File: src/include/tcm_defines.svh
// ----------------------------------------------------------------------
// tightly coupled data memory configuration
// bank count, bank depth, word and lane widths, requesters, latency
// ----------------------------------------------------------------------

`ifndef TCM_DEFINES_SVH
`define TCM_DEFINES_SVH

// four banks, word addresses interleaved on the low bits
`define TCM_NUM_BANKS 4
// words held by each bank
`define TCM_ROWS_PER_BANK 256
// data word and byte lane widths
`define TCM_DATA_WIDTH 32
`define TCM_BYTE_WIDTH 8
// load/store unit and DMA engine
`define TCM_NUM_REQ 2
// cycles from an accepted read to its rvalid
`define TCM_READ_LATENCY 1

`endif
File: src/logic/tcmPkg.sv
// ----------------------------------------------------------------------
// tcm types
// vector types shared by the banks, arbiters and response router
// ----------------------------------------------------------------------

`include "tcm_defines.svh"

package tcmPkg;

  // widths derived from the configuration
  localparam int unsigned DataW = `TCM_DATA_WIDTH;
  localparam int unsigned BeW   = `TCM_DATA_WIDTH / `TCM_BYTE_WIDTH;
  localparam int unsigned RowW  = $clog2(`TCM_ROWS_PER_BANK);
  localparam int unsigned BankW = $clog2(`TCM_NUM_BANKS);
  localparam int unsigned ReqW  = ($clog2(`TCM_NUM_REQ) > 0) ? $clog2(`TCM_NUM_REQ) : 1;

  typedef logic [DataW-1:0]      dataT;
  typedef logic [BeW-1:0]        beT;
  typedef logic [RowW-1:0]       rowT;
  typedef logic [BankW-1:0]      bankIdxT;
  typedef logic [ReqW-1:0]       reqIdxT;
  // word address, row on top and bank select in the low bits
  typedef logic [RowW+BankW-1:0] addrT;

endpackage

File: src/logic/tcmRespRouter.sv
// ----------------------------------------------------------------------
// tcmRespRouter
// collects the bank grants into one grant per requester
// tracks granted reads and returns bank data after the read latency
// ----------------------------------------------------------------------

`timescale 1ns/1ns

`include "tcm_defines.svh"

module tcmRespRouter #(
  parameter int unsigned Latency = `TCM_READ_LATENCY
) (
  input  logic                                          clk_i,
  input  logic                                          rst_ni,
  input  logic [`TCM_NUM_BANKS-1:0][`TCM_NUM_REQ-1:0]   bankGnt_i,
  input  logic [`TCM_NUM_REQ-1:0]                       we_i,
  input  tcmPkg::dataT [`TCM_NUM_BANKS-1:0]             bankRdata_i,
  output logic [`TCM_NUM_REQ-1:0]                       gnt_o,
  output logic [`TCM_NUM_REQ-1:0]                       rvalid_o,
  output tcmPkg::dataT [`TCM_NUM_REQ-1:0]               rdata_o
);

  import tcmPkg::*;

  // grants regrouped per requester
  logic    [`TCM_NUM_REQ-1:0][`TCM_NUM_BANKS-1:0] gntByReq;
  // granted reads this cycle and the bank serving each
  logic    [`TCM_NUM_REQ-1:0]                     rdGnt;
  bankIdxT [`TCM_NUM_REQ-1:0]                     rdBank;
  // bank whose data is due at the output
  bankIdxT [`TCM_NUM_REQ-1:0]                     outBank;

  always_comb begin
    for (int r = 0; r < `TCM_NUM_REQ; r++) begin
      rdBank[r] = '0;
      for (int b = 0; b < `TCM_NUM_BANKS; b++) begin
        gntByReq[r][b] = bankGnt_i[b][r];
        if (bankGnt_i[b][r]) begin
          rdBank[r] = bankIdxT'(b);
        end
      end
    end
  end

  for (genvar r = 0; r < `TCM_NUM_REQ; r++) begin : genReq
    assign gnt_o[r]   = |gntByReq[r];
    // writes never produce a response
    assign rdGnt[r]   = gnt_o[r] && !we_i[r];
    assign rdata_o[r] = bankRdata_i[outBank[r]];

    // at most one bank may answer a requester
    assert property (@(posedge clk_i) disable iff (!rst_ni) $onehot0(gntByReq[r]))
      else $error("requester %0d granted by banks %b", r, gntByReq[r]);
  end

  if (Latency == 0) begin : genNoLat
    assign rvalid_o = rdGnt;
    assign outBank  = rdBank;
  end else begin : genLat
    // one record per requester per stage, stage 0 is the oldest
    logic    [`TCM_NUM_REQ-1:0] vldQ  [Latency];
    bankIdxT [`TCM_NUM_REQ-1:0] bankQ [Latency];

    always_ff @(posedge clk_i or negedge rst_ni) begin
      if (!rst_ni) begin
        for (int unsigned s = 0; s < Latency; s++) begin
          vldQ[s] <= '0;
        end
      end else begin
        vldQ[Latency-1] <= rdGnt;
        for (int unsigned s = 0; s + 1 < Latency; s++) begin
          vldQ[s] <= vldQ[s+1];
        end
      end
    end

    always_ff @(posedge clk_i) begin
      bankQ[Latency-1] <= rdBank;
      for (int unsigned s = 0; s + 1 < Latency; s++) begin
        bankQ[s] <= bankQ[s+1];
      end
    end

    assign rvalid_o = vldQ[0];
    assign outBank  = bankQ[0];
  end

endmodule

File: config.mk
export PLATFORM = sky130hd
export DESIGN_NAME = tcmRespRouter
export DESIGN_NICKNAME = d
export VERILOG_FILES = /design/src/logic/tcmPkg.sv /design/src/logic/tcmRespRouter.sv
export VERILOG_INCLUDE_DIRS = /design/src /design/src/include
export SDC_FILE = /design/constraint.sdc
export NUM_CORES = 1
export LEC_CHECK = 0
export BUFFER_PORTS_ARGS = -buffer_cell sky130_fd_sc_hd__buf_2
export CORE_AREA = 2 2 80 82
export CTS_BUF_LIST = sky130_fd_sc_hd__clkbuf_8 sky130_fd_sc_hd__clkbuf_16
export CTS_CLUSTER_SIZE = 40
export DETAILED_ROUTE_END_ITERATION = 10
export DIE_AREA = 0 0 82 84
export PLACE_DENSITY = 0.74
export SYNTH_ARGS = -nofsm -noshare
export SYNTH_HDL_FRONTEND = slang
export SYNTH_SLANG_ARGS = --single-unit
File: constraint.sdc
create_clock -name clk_i -period 1.9 [get_ports clk_i]
set_input_delay 0.38 -clock clk_i [delete_from_list [all_inputs] [get_ports clk_i]]
set_output_delay 0.38 -clock clk_i [all_outputs]
set_load 0.1 [all_outputs]
After elaboration in Yosys (flattened, before gate mapping)
Memory sizes are Yosys's and may differ from the RTL's.
Cells that the tools add are included.
{"block": "word_totals", "wordCells": 20, "regBits": 2, "mem_bits_rw": 4, "inputBits": 140, "memories": 1, "out_inout_bits": 68}
{"memory": "genLat.bankQ", "depth": 1, "word_bits": 4, "read_ports": 1, "rd_ports_with_merged_regs": 0, "wr": 1, "line": "tcmRespRouter.sv:63", "rtl": "bankIdxT [`TCM_NUM_REQ-1:0] bankQ [Latency];"}
{"block": "classes", "n_reduce_logical": 6, "n_mux": 10, "order_cmp": 2}
{"cell": "$bmux W32 S2", "n": 2}
{"cell": "$mux W32", "n": 2}
{"cell": "$mux W2", "n": 4}
{"cell": "$reduce_or A4 Y1", "n": 2}
{"cell": "$lt A2 B3 Y1 const B", "n": 2}
{"cell": "$logic_and A1 B1 Y1", "n": 2}
{"cell": "$logic_not A1 Y1", "n": 2}
{"cell": "$mux W1", "n": 2}

Longest topological paths before layout
Gate-level depths: netlist (run 1).
{"block": "depth", "depth_word": 3, "mapped_depth": 3, "depth_no_buf": 2}

Least setup slack after synthesis (run 1)
No wires, ideal clock.
{"block": "synth_timing", "kind": "flip-flop to output port", "start": "mem genLat.bankQ[0][0] (netlist bit)", "end": "out rdata_o[0] (netlist bit)", "path_buffers": 1, "path_stages_with_launch": 3, "slack_ns": 0.087, "arrival_ns": 1.433, "path_cell_list": "dfxtp_1 -> buf_6 -> mux4_1"}
{"item": "from (decl)", "line": "tcmRespRouter.sv:63"}
{"item": "to (decl)", "line": "tcmRespRouter.sv:21", "rtl": "output tcmPkg::dataT [`TCM_NUM_REQ-1:0] rdata_o"}

==> results of run 1 <==
## registers in the layout (all words and copies together), names as in the netlist
register / cells
rvalid_o: 2
genLat.bankQ: 4
## cells in the mapped netlist (all sizes together)
| cell type | n |
|---|---|
| inv | 2 |
| nor2b | 2 |
| dfxtp | 4 |
| a21o | 2 |
| dfrtp | 2 |
| mux4 | 64 |
| buf | 14 |
| or4 | 2 |
| or2 | 2 |
## final cells by class
cell class / count / area [µm²] / share of cell area
Timing Repair Buffer: 221 / 2210 / 0.553
Multi-Input combinational cell: 72 / 1500 / 0.376
Sequential cell: 6 / 138 / 0.0345
Tap cell: 77 / 96.3 / 0.0241
Clock buffer: 3 / 41.3 / 0.0103
Inverter: 2 / 7.51 / 0.00188
## routing by layer
| metal | track usage | up-vias | part of all wire |
|---|---|---|---|
| met5 | 0 | - | 0 |
| met4 | 0.0758 | 0 | 0.022 |
| met3 | 0.0390 | 16 | 0.082 |
| met2 | 0.439 | 123 | 0.57 |
| met1 | 0.229 | 1028 | 0.32 |
| li1 | - | 889 | - |
## repair_timing
action,CTS,global route
cloned,0,1
hold buffers,1,0
endpoints found under the hold margin,2,0
gates resized for setup,6,1
endpoints found under the setup margin,60,57
buffers inserted,1,1
## worst min path at each step
stage,start,endpoint,slack [ps],depth (start not counted)
after floorplan,rst_ni,rvalid_o[0],80,0
after global placement,rst_ni,rvalid_o[1],170,1
after detailed placement,rst_ni,rvalid_o[1],170,1
after CTS,we_i[0],rvalid_o[0],310,2
after global routing,we_i[0],rvalid_o[0],300,2
final,we_i[0],rvalid_o[0],310,2
## report_power, final
group | internal, mW | total, mW | switching (mW)
clock | 0.136 | 0.185 | 0.0492
combinational | 0.960 | 2.47 | 1.51
sequential | 0.135 | 0.147 | 0.0124
total | 1.23 | 2.80 | 1.57
## cells by family after synthesis
family	after synthesis	share of synthesized area
muxes	64	0.799
buffers and inverters	16	0.0989
DFF	6	0.0714
and+or+nand+nor	6	0.0220
AOI/OAI and AO/OA	2	0.00824
## metrics by stage
stage / hold WS (ps) / area [µm²] / instances / worst slack (ps)
floorplan: 84.4 / 1820 / 94 / 87.1
global placement: 167 / 3890 / 374 / 141
detailed placement: 171 / 3890 / 374 / 111
CTS: 306 / 3970 / 379 / -71.6
global route: 304 / 4000 / 381 / -102
finish: 312 / 4000 / 381 / -65.8
==> results.toml, run 1 <==
[route]
wl_per_cell_um = 21.0
route.detailed.drc = 0
ant_nets = 0
drt_iter0_drc = 51
viasPerCell = 5.40
wirelength_mm = 8.02
drtPass1Iterations = 4
vias = 2056

[power_and_ir_drop]
power_density_nw_per_um2 = 702
worst_ir_drop_vdd_mv = 0.428
fin_total_pwr_mw = 2.80
p_leak_nw = 1.83

[die]
die-area_um2 = 6890
die_y_um = 84
ios = 208
start_util = 0.299
num_rows = 29
coreArea_um2 = 6100
chipWidth_um = 82

[logic_synthesis]
yosysTopAreaCell = "mux4_2"
synth-seq-cells = 6
synthesis.area_um2 = 1820
syn_inst = 94
ys.warnings.count = 0
synth_cell_types = 12
synth_top_cells_by_area = "mux4_2 (74%), buf_12 (6.6%), mux4_1 (5.8%)"
ys_seq_area_frac = 0.0714
syn_nets = 234
synth.avg_cell_area_um2 = 19.4
synth_top_cell_area_share = 0.742

[grt]
grt_max_degree = 27
grt_pass1_wl_mm = 11.7
track_usage = 0.225
antenna_found_initial = 0
overflow = 0
grt_pass1_vias = 2318

[sta]
setup_viol = 44
rsz0062_at_grt = "yes"
min_period_over_period = 1.03
tightest_slew_ps = 493
final.setup.tns_ps = -1020
finalHoldViolCount = 0
drv_slew = 0
fmax_ghz = 0.509
relSlewSlack = 0.673
setup_ws_ps = -65.8
period_needed_ps = 1970

[clocking]
cts_tree = "done"
clock-sinks = 6
cts.clk_slew.worst_paths_ps = 30
numCtsBuffers = 3
clockRootBuffer = "clkbuf_8"
clk_path_buf_depth = 2
cts_max_level = 1

[cells_and_area]
drive_gt1_frac = 0.951
syn2layout_area_growth_pct = 119
layout_common_cells = "buf_2 (143), buf_12 (70), mux4_2 (62)"
final_nets = 446
fill_cells = 425
antenna_cells = 0
final_common_cell = "buf_2"
final_core_util = 0.655

[critical_path]
end_kind = "primary output"
crit_path_start_kind = "register"
crit_path_start = "genLat.bankQ[0][2]"
crit_slowest_cell = "mux4_2"
cp.arrival_ps = 1590
crit_path_max_incr_delay_ps = 580
cp.required_ps = 1520
crit_end = "rdata_o[47]"
crit_fanout = 14
cp_num_cells = 3
path_class = "reg2out"
critPathMostFrequentCell = "buf_12"
crit_family = "multiplexers"
worstPathCellList = "buf_12 > mux4_2 > buf_12"
path_buf_inv = 2

[outcome]
violations = "negative setup slack"
status = "complete, but fails checks"

[run]
max_cap_viol_count = 0

[placement]
portBuffers = 207
hpwl_mm = 6.92
gp_congestion = 0.743

[worst_hold_path]
hold_class = "in2reg"
Note: power is estimated with default switching activity, not from simulation.
==> run 2, diff against run 1 <==
==> constraint.sdc (replaced) <==
create_clock -name clk_i -period 1.84 [get_ports clk_i]
set_input_delay 0.368 -clock clk_i [delete_from_list [all_inputs] [get_ports clk_i]]
set_output_delay 0.368 -clock clk_i [all_outputs]
set_load 0.05 [all_outputs]
==> results.toml, run 2 (synthesis results as in run 1) <==
[grt]
grt_max_degree = 21
overflow = 0
track_usage = 0.221
grt_pass1_wl_mm = 11.5
grt_pass1_vias = 2322
antenna_found_initial = 0

[clocking]
cts.clk_slew.worst_paths_ps = 40
numCtsBuffers = 3
clockRootBuffer = "clkbuf_8"
clock-sinks = 6
clk_path_buf_depth = 2
cts_tree = "done"
cts_max_level = 1

[sta]
rsz0062_at_grt = "yes"
final.setup.tns_ps = -3100
setup_viol = 59
tightest_slew_ps = 288
setup_ws_ps = -111
period_needed_ps = 1950
fmax_ghz = 0.513
min_period_over_period = 1.06
drv_slew = 0
finalHoldViolCount = 0
relSlewSlack = 0.808

[power_and_ir_drop]
fin_total_pwr_mw = 1.98
worst_ir_drop_vdd_mv = 0.485
power_density_nw_per_um2 = 566
p_leak_nw = 1.65

[die]
num_rows = 29
coreArea_um2 = 6100
ios = 208
start_util = 0.299
die-area_um2 = 6890
chipWidth_um = 82
die_y_um = 84

[route]
drtPass1Iterations = 4
vias = 2156
route.detailed.drc = 0
drt_iter0_drc = 103
viasPerCell = 5.57
ant_nets = 0
wl_per_cell_um = 20.5
wirelength_mm = 7.93

[outcome]
violations = "negative setup slack"
status = "complete, but fails checks"

[critical_path]
cp.arrival_ps = 1580
crit_path_start_kind = "register"
end_kind = "primary output"
crit_fanout = 5
cp.required_ps = 1470
path_class = "reg2out"

[cells_and_area]
final_common_cell = "buf_2"
drive_gt1_frac = 0.955
largest_reg_flops = 4
fill_cells = 512
final_nets = 451
layout_common_cells = "buf_2 (143), mux4_2 (64), buf_6 (61)"
regMostFlops = "genLat.bankQ"
final_core_util = 0.574
stdcell_area_um2 = 3500
antenna_cells = 0
syn2layout_area_growth_pct = 92.0

[placement]
placed_cell_area_um2 = 2900
hpwl_mm = 6.09
portBuffers = 207
gp_congestion = 0.702
pre_cts_slack_ps = 54.7

[worst_hold_path]
min_path_cells = 2
hold_class = "in2reg"
worst_hold_path.endpoint = "rvalid_o[0]"
worstHoldStart = "we_i[0]"

[run]
max_cap_viol_count = 0
[run 2: changes by cell type in the layout (fill, tap and decap cells not counted), sizes merged]
cell,previous run,this run
inv,2,3
buf,219,225
clkbuf,4,3
[run 2: power by group]
part,total (mW),internal (mW),switching (mW)
Combinational,1.62,0.717,0.899
Sequential,0.152,0.139,0.0136
Clock,0.211,0.144,0.0665
Total,1.98,1.00,0.979
[run 2: layer usage]
| layer | global-route usage | vias to the layer above | routed length, µm |
|---|---|---|---|
| li1 | - | 904 | - |
| met1 | 0.239 | 1069 | 2560 |
| met2 | 0.425 | 157 | 4440 |
| met3 | 0.0292 | 26 | 658 |
| met4 | 0.0727 | 0 | 274 |
| met5 | 0 | - | 0 |
[run 2: through the flow]
stage          cells  hold WS [ps]
6_report         387           287
5_1_grt          387           302
4_1_cts          385           282
3_5_place_dp     373           159
3_3_place_gp     373           156
2_1_floorplan     94          72.4
[run 2: worst max-delay path by stage]
stage / endpoint / cells past startpoint / slack (ps) / startpoint
after detailed placement: rdata_o[58] / 3 / 50 / genLat.bankQ[0][2]
after global routing: rdata_o[24] / 4 / -150 / genLat.bankQ[0][0]
after CTS: rdata_o[14] / 4 / -100 / genLat.bankQ[0][0]
after global placement: rdata_o[33] / 3 / 80 / genLat.bankQ[0][2]
after floorplan: rdata_o[0] / 2 / 230 / genLat.bankQ[0][0]
final: rdata_o[24] / 4 / -110 / genLat.bankQ[0][0]
[run 2: area by class of cell]
type,instances,area [µm²],area share
Clock buffer,3,41.3,0.0118
Tap cell,77,96.3,0.0275
Clock inverter,1,3.75,0.00107
Timing Repair Buffer,226,1720,0.490
Multi-Input combinational cell,72,1500,0.428
Inverter,2,7.51,0.00215
Sequential cell,6,138,0.0393
[run 2: critical path, cell delays in order, from the launching register on]
cell	delay, ps
dfxtp_4	410
buf_12	130
buf_16	110
mux4_2	530
buf_8	170
[run 2: timing repair]
| item | CTS | global route |
|---|---|---|
| endpoints found under the setup margin | 59 | 64 |
| hold buffers | 1 | 0 |
| setup buffers | 4 | 3 |
| cloned | 3 | 0 |
| gates resized for setup | 125 | 18 |
| endpoints found under the hold margin | 2 | 0 |
==> run 3, diff against run 2 <==
SETUP_SLACK_MARGIN = 0.05   (was unset)
==> results.toml, run 3 (synthesis results as in run 1) <==
[clocking]
cts_max_level = 1
cts_tree = "done"
numCtsBuffers = 3
cts.clk_slew.worst_paths_ps = 40
clock-sinks = 6
clk_path_buf_depth = 2
clockRootBuffer = "clkbuf_8"

[grt]
overflow = 0
antenna_found_initial = 0
grt_max_degree = 21
grt_pass1_vias = 2323
track_usage = 0.221
grt_pass1_wl_mm = 11.6

[critical_path]
end_kind = "primary output"
crit_path_max_incr_delay_ps = 530
cp.required_ps = 1470
cp.arrival_ps = 1580
worstPathCellList = "buf_12 > buf_16 > mux4_2 > buf_8"
crit_slowest_cell = "mux4_2"
crit_path_start_kind = "register"
crit_fanout = 5
path_class = "reg2out"

[cells_and_area]
drive_gt1_frac = 0.955
final_nets = 451
layout_common_cells = "buf_2 (143), mux4_2 (64), buf_6 (63)"
final_core_util = 0.576
syn2layout_area_growth_pct = 92.9
final_common_cell = "buf_2"
antenna_cells = 0
largest_reg_flops = 4
final_cell_count_no_fill = 387
regMostFlops = "genLat.bankQ"

[die]
die-area_um2 = 6890
chipWidth_um = 82
num_rows = 29
ios = 208
start_util = 0.299
die_y_um = 84
coreArea_um2 = 6100

[sta]
rsz0062_at_grt = "yes"
setup_ws_ps = -111
relSlewSlack = 0.813
fmax_ghz = 0.513
tightest_slew_ps = 280
drv_slew = 0
period_needed_ps = 1950
min_period_over_period = 1.06
hold_ws_ps = 288
finalHoldViolCount = 0
setup_viol = 59

[outcome]
violations = "negative setup slack"
status = "complete, but fails checks"

[route]
viasPerCell = 5.62
vias = 2176
wirelength_mm = 7.93
route.detailed.drc = 0
drt_iter0_drc = 80
ant_nets = 0
wl_per_cell_um = 20.5
drtPass1Iterations = 4

[placement]
gp_congestion = 0.702
place_inst = 373
pre_cts_slack_ps = 54.7
portBuffers = 207
hpwl_mm = 6.09

[power_and_ir_drop]
fin_total_pwr_mw = 1.98
p_leak_nw = 1.65
power_density_nw_per_um2 = 565
worst_ir_drop_vdd_mv = 0.483

[worst_hold_path]
hold_class = "in2reg"

[run]
max_cap_viol_count = 0
==> run 3: worst paths after layout <==
check	cells past startpoint	end	slack, ps	start
max	4	rdata_o[24]	-110	genLat.bankQ[0][0]
min	2	rvalid_o[0]	290	we_i[0]
max in group asynchronous	2	rvalid_o[0]	1280	rst_ni
min in group asynchronous	2	rvalid_o[1]	460	rst_ni
==> run 3: layout make-up <==
| type | instances | area, µm² |
|---|---|---|
| flip-flops and latches | 6 | 138 |
| multi-input cells | 72 | 1500 |
| clock buffers | 3 | 41.3 |
| inverters | 2 | 7.51 |
| well taps | 77 | 96.3 |
| repair buffers | 226 | 1730 |
| fillers | 514 | 2580 |
| clock inverters | 1 | 3.75 |
==> run 3: routing by layer <==
metal / vias to the layer above / share of wire / track usage
li1: 905 / - / -
met5: - / 0 / 0
met3: 28 / 0.087 / 0.0292
met1: 1082 / 0.31 / 0.240
met2: 161 / 0.56 / 0.425
met4: 0 / 0.038 / 0.0727
==> run 3: timing repair <==
action                     in CTS  in global routing
buffers inserted                4                  3
hold endpoints to repair        2                  0
setup endpoints to repair      63                 64
cloned                          3                  0
hold buffers                    1                  0
gates resized for setup       131                 14
==> run 3: per-stage QoR <==
stage,area [µm²],TNS [ps]
2_1_floorplan,1820,0
5_1_grt,3510,-5650
3_5_place_dp,2900,0
6_report,3510,-3120
3_3_place_gp,2900,0
4_1_cts,3480,-3590
==> run 3: worst max-delay path: cells and delay by family, from the launching register on <==
kind                   cells  cell delay, ps
muxes                      1             530
buffers and inverters      3             410
DFF                        1             410
==> run 3: where the power goes <==
part	internal [mW]	leakage (nW)	switching (mW)
clock network	0.144	0.0269	0.0655
registers	0.139	0.0576	0.0140
logic	0.722	1.57	0.900
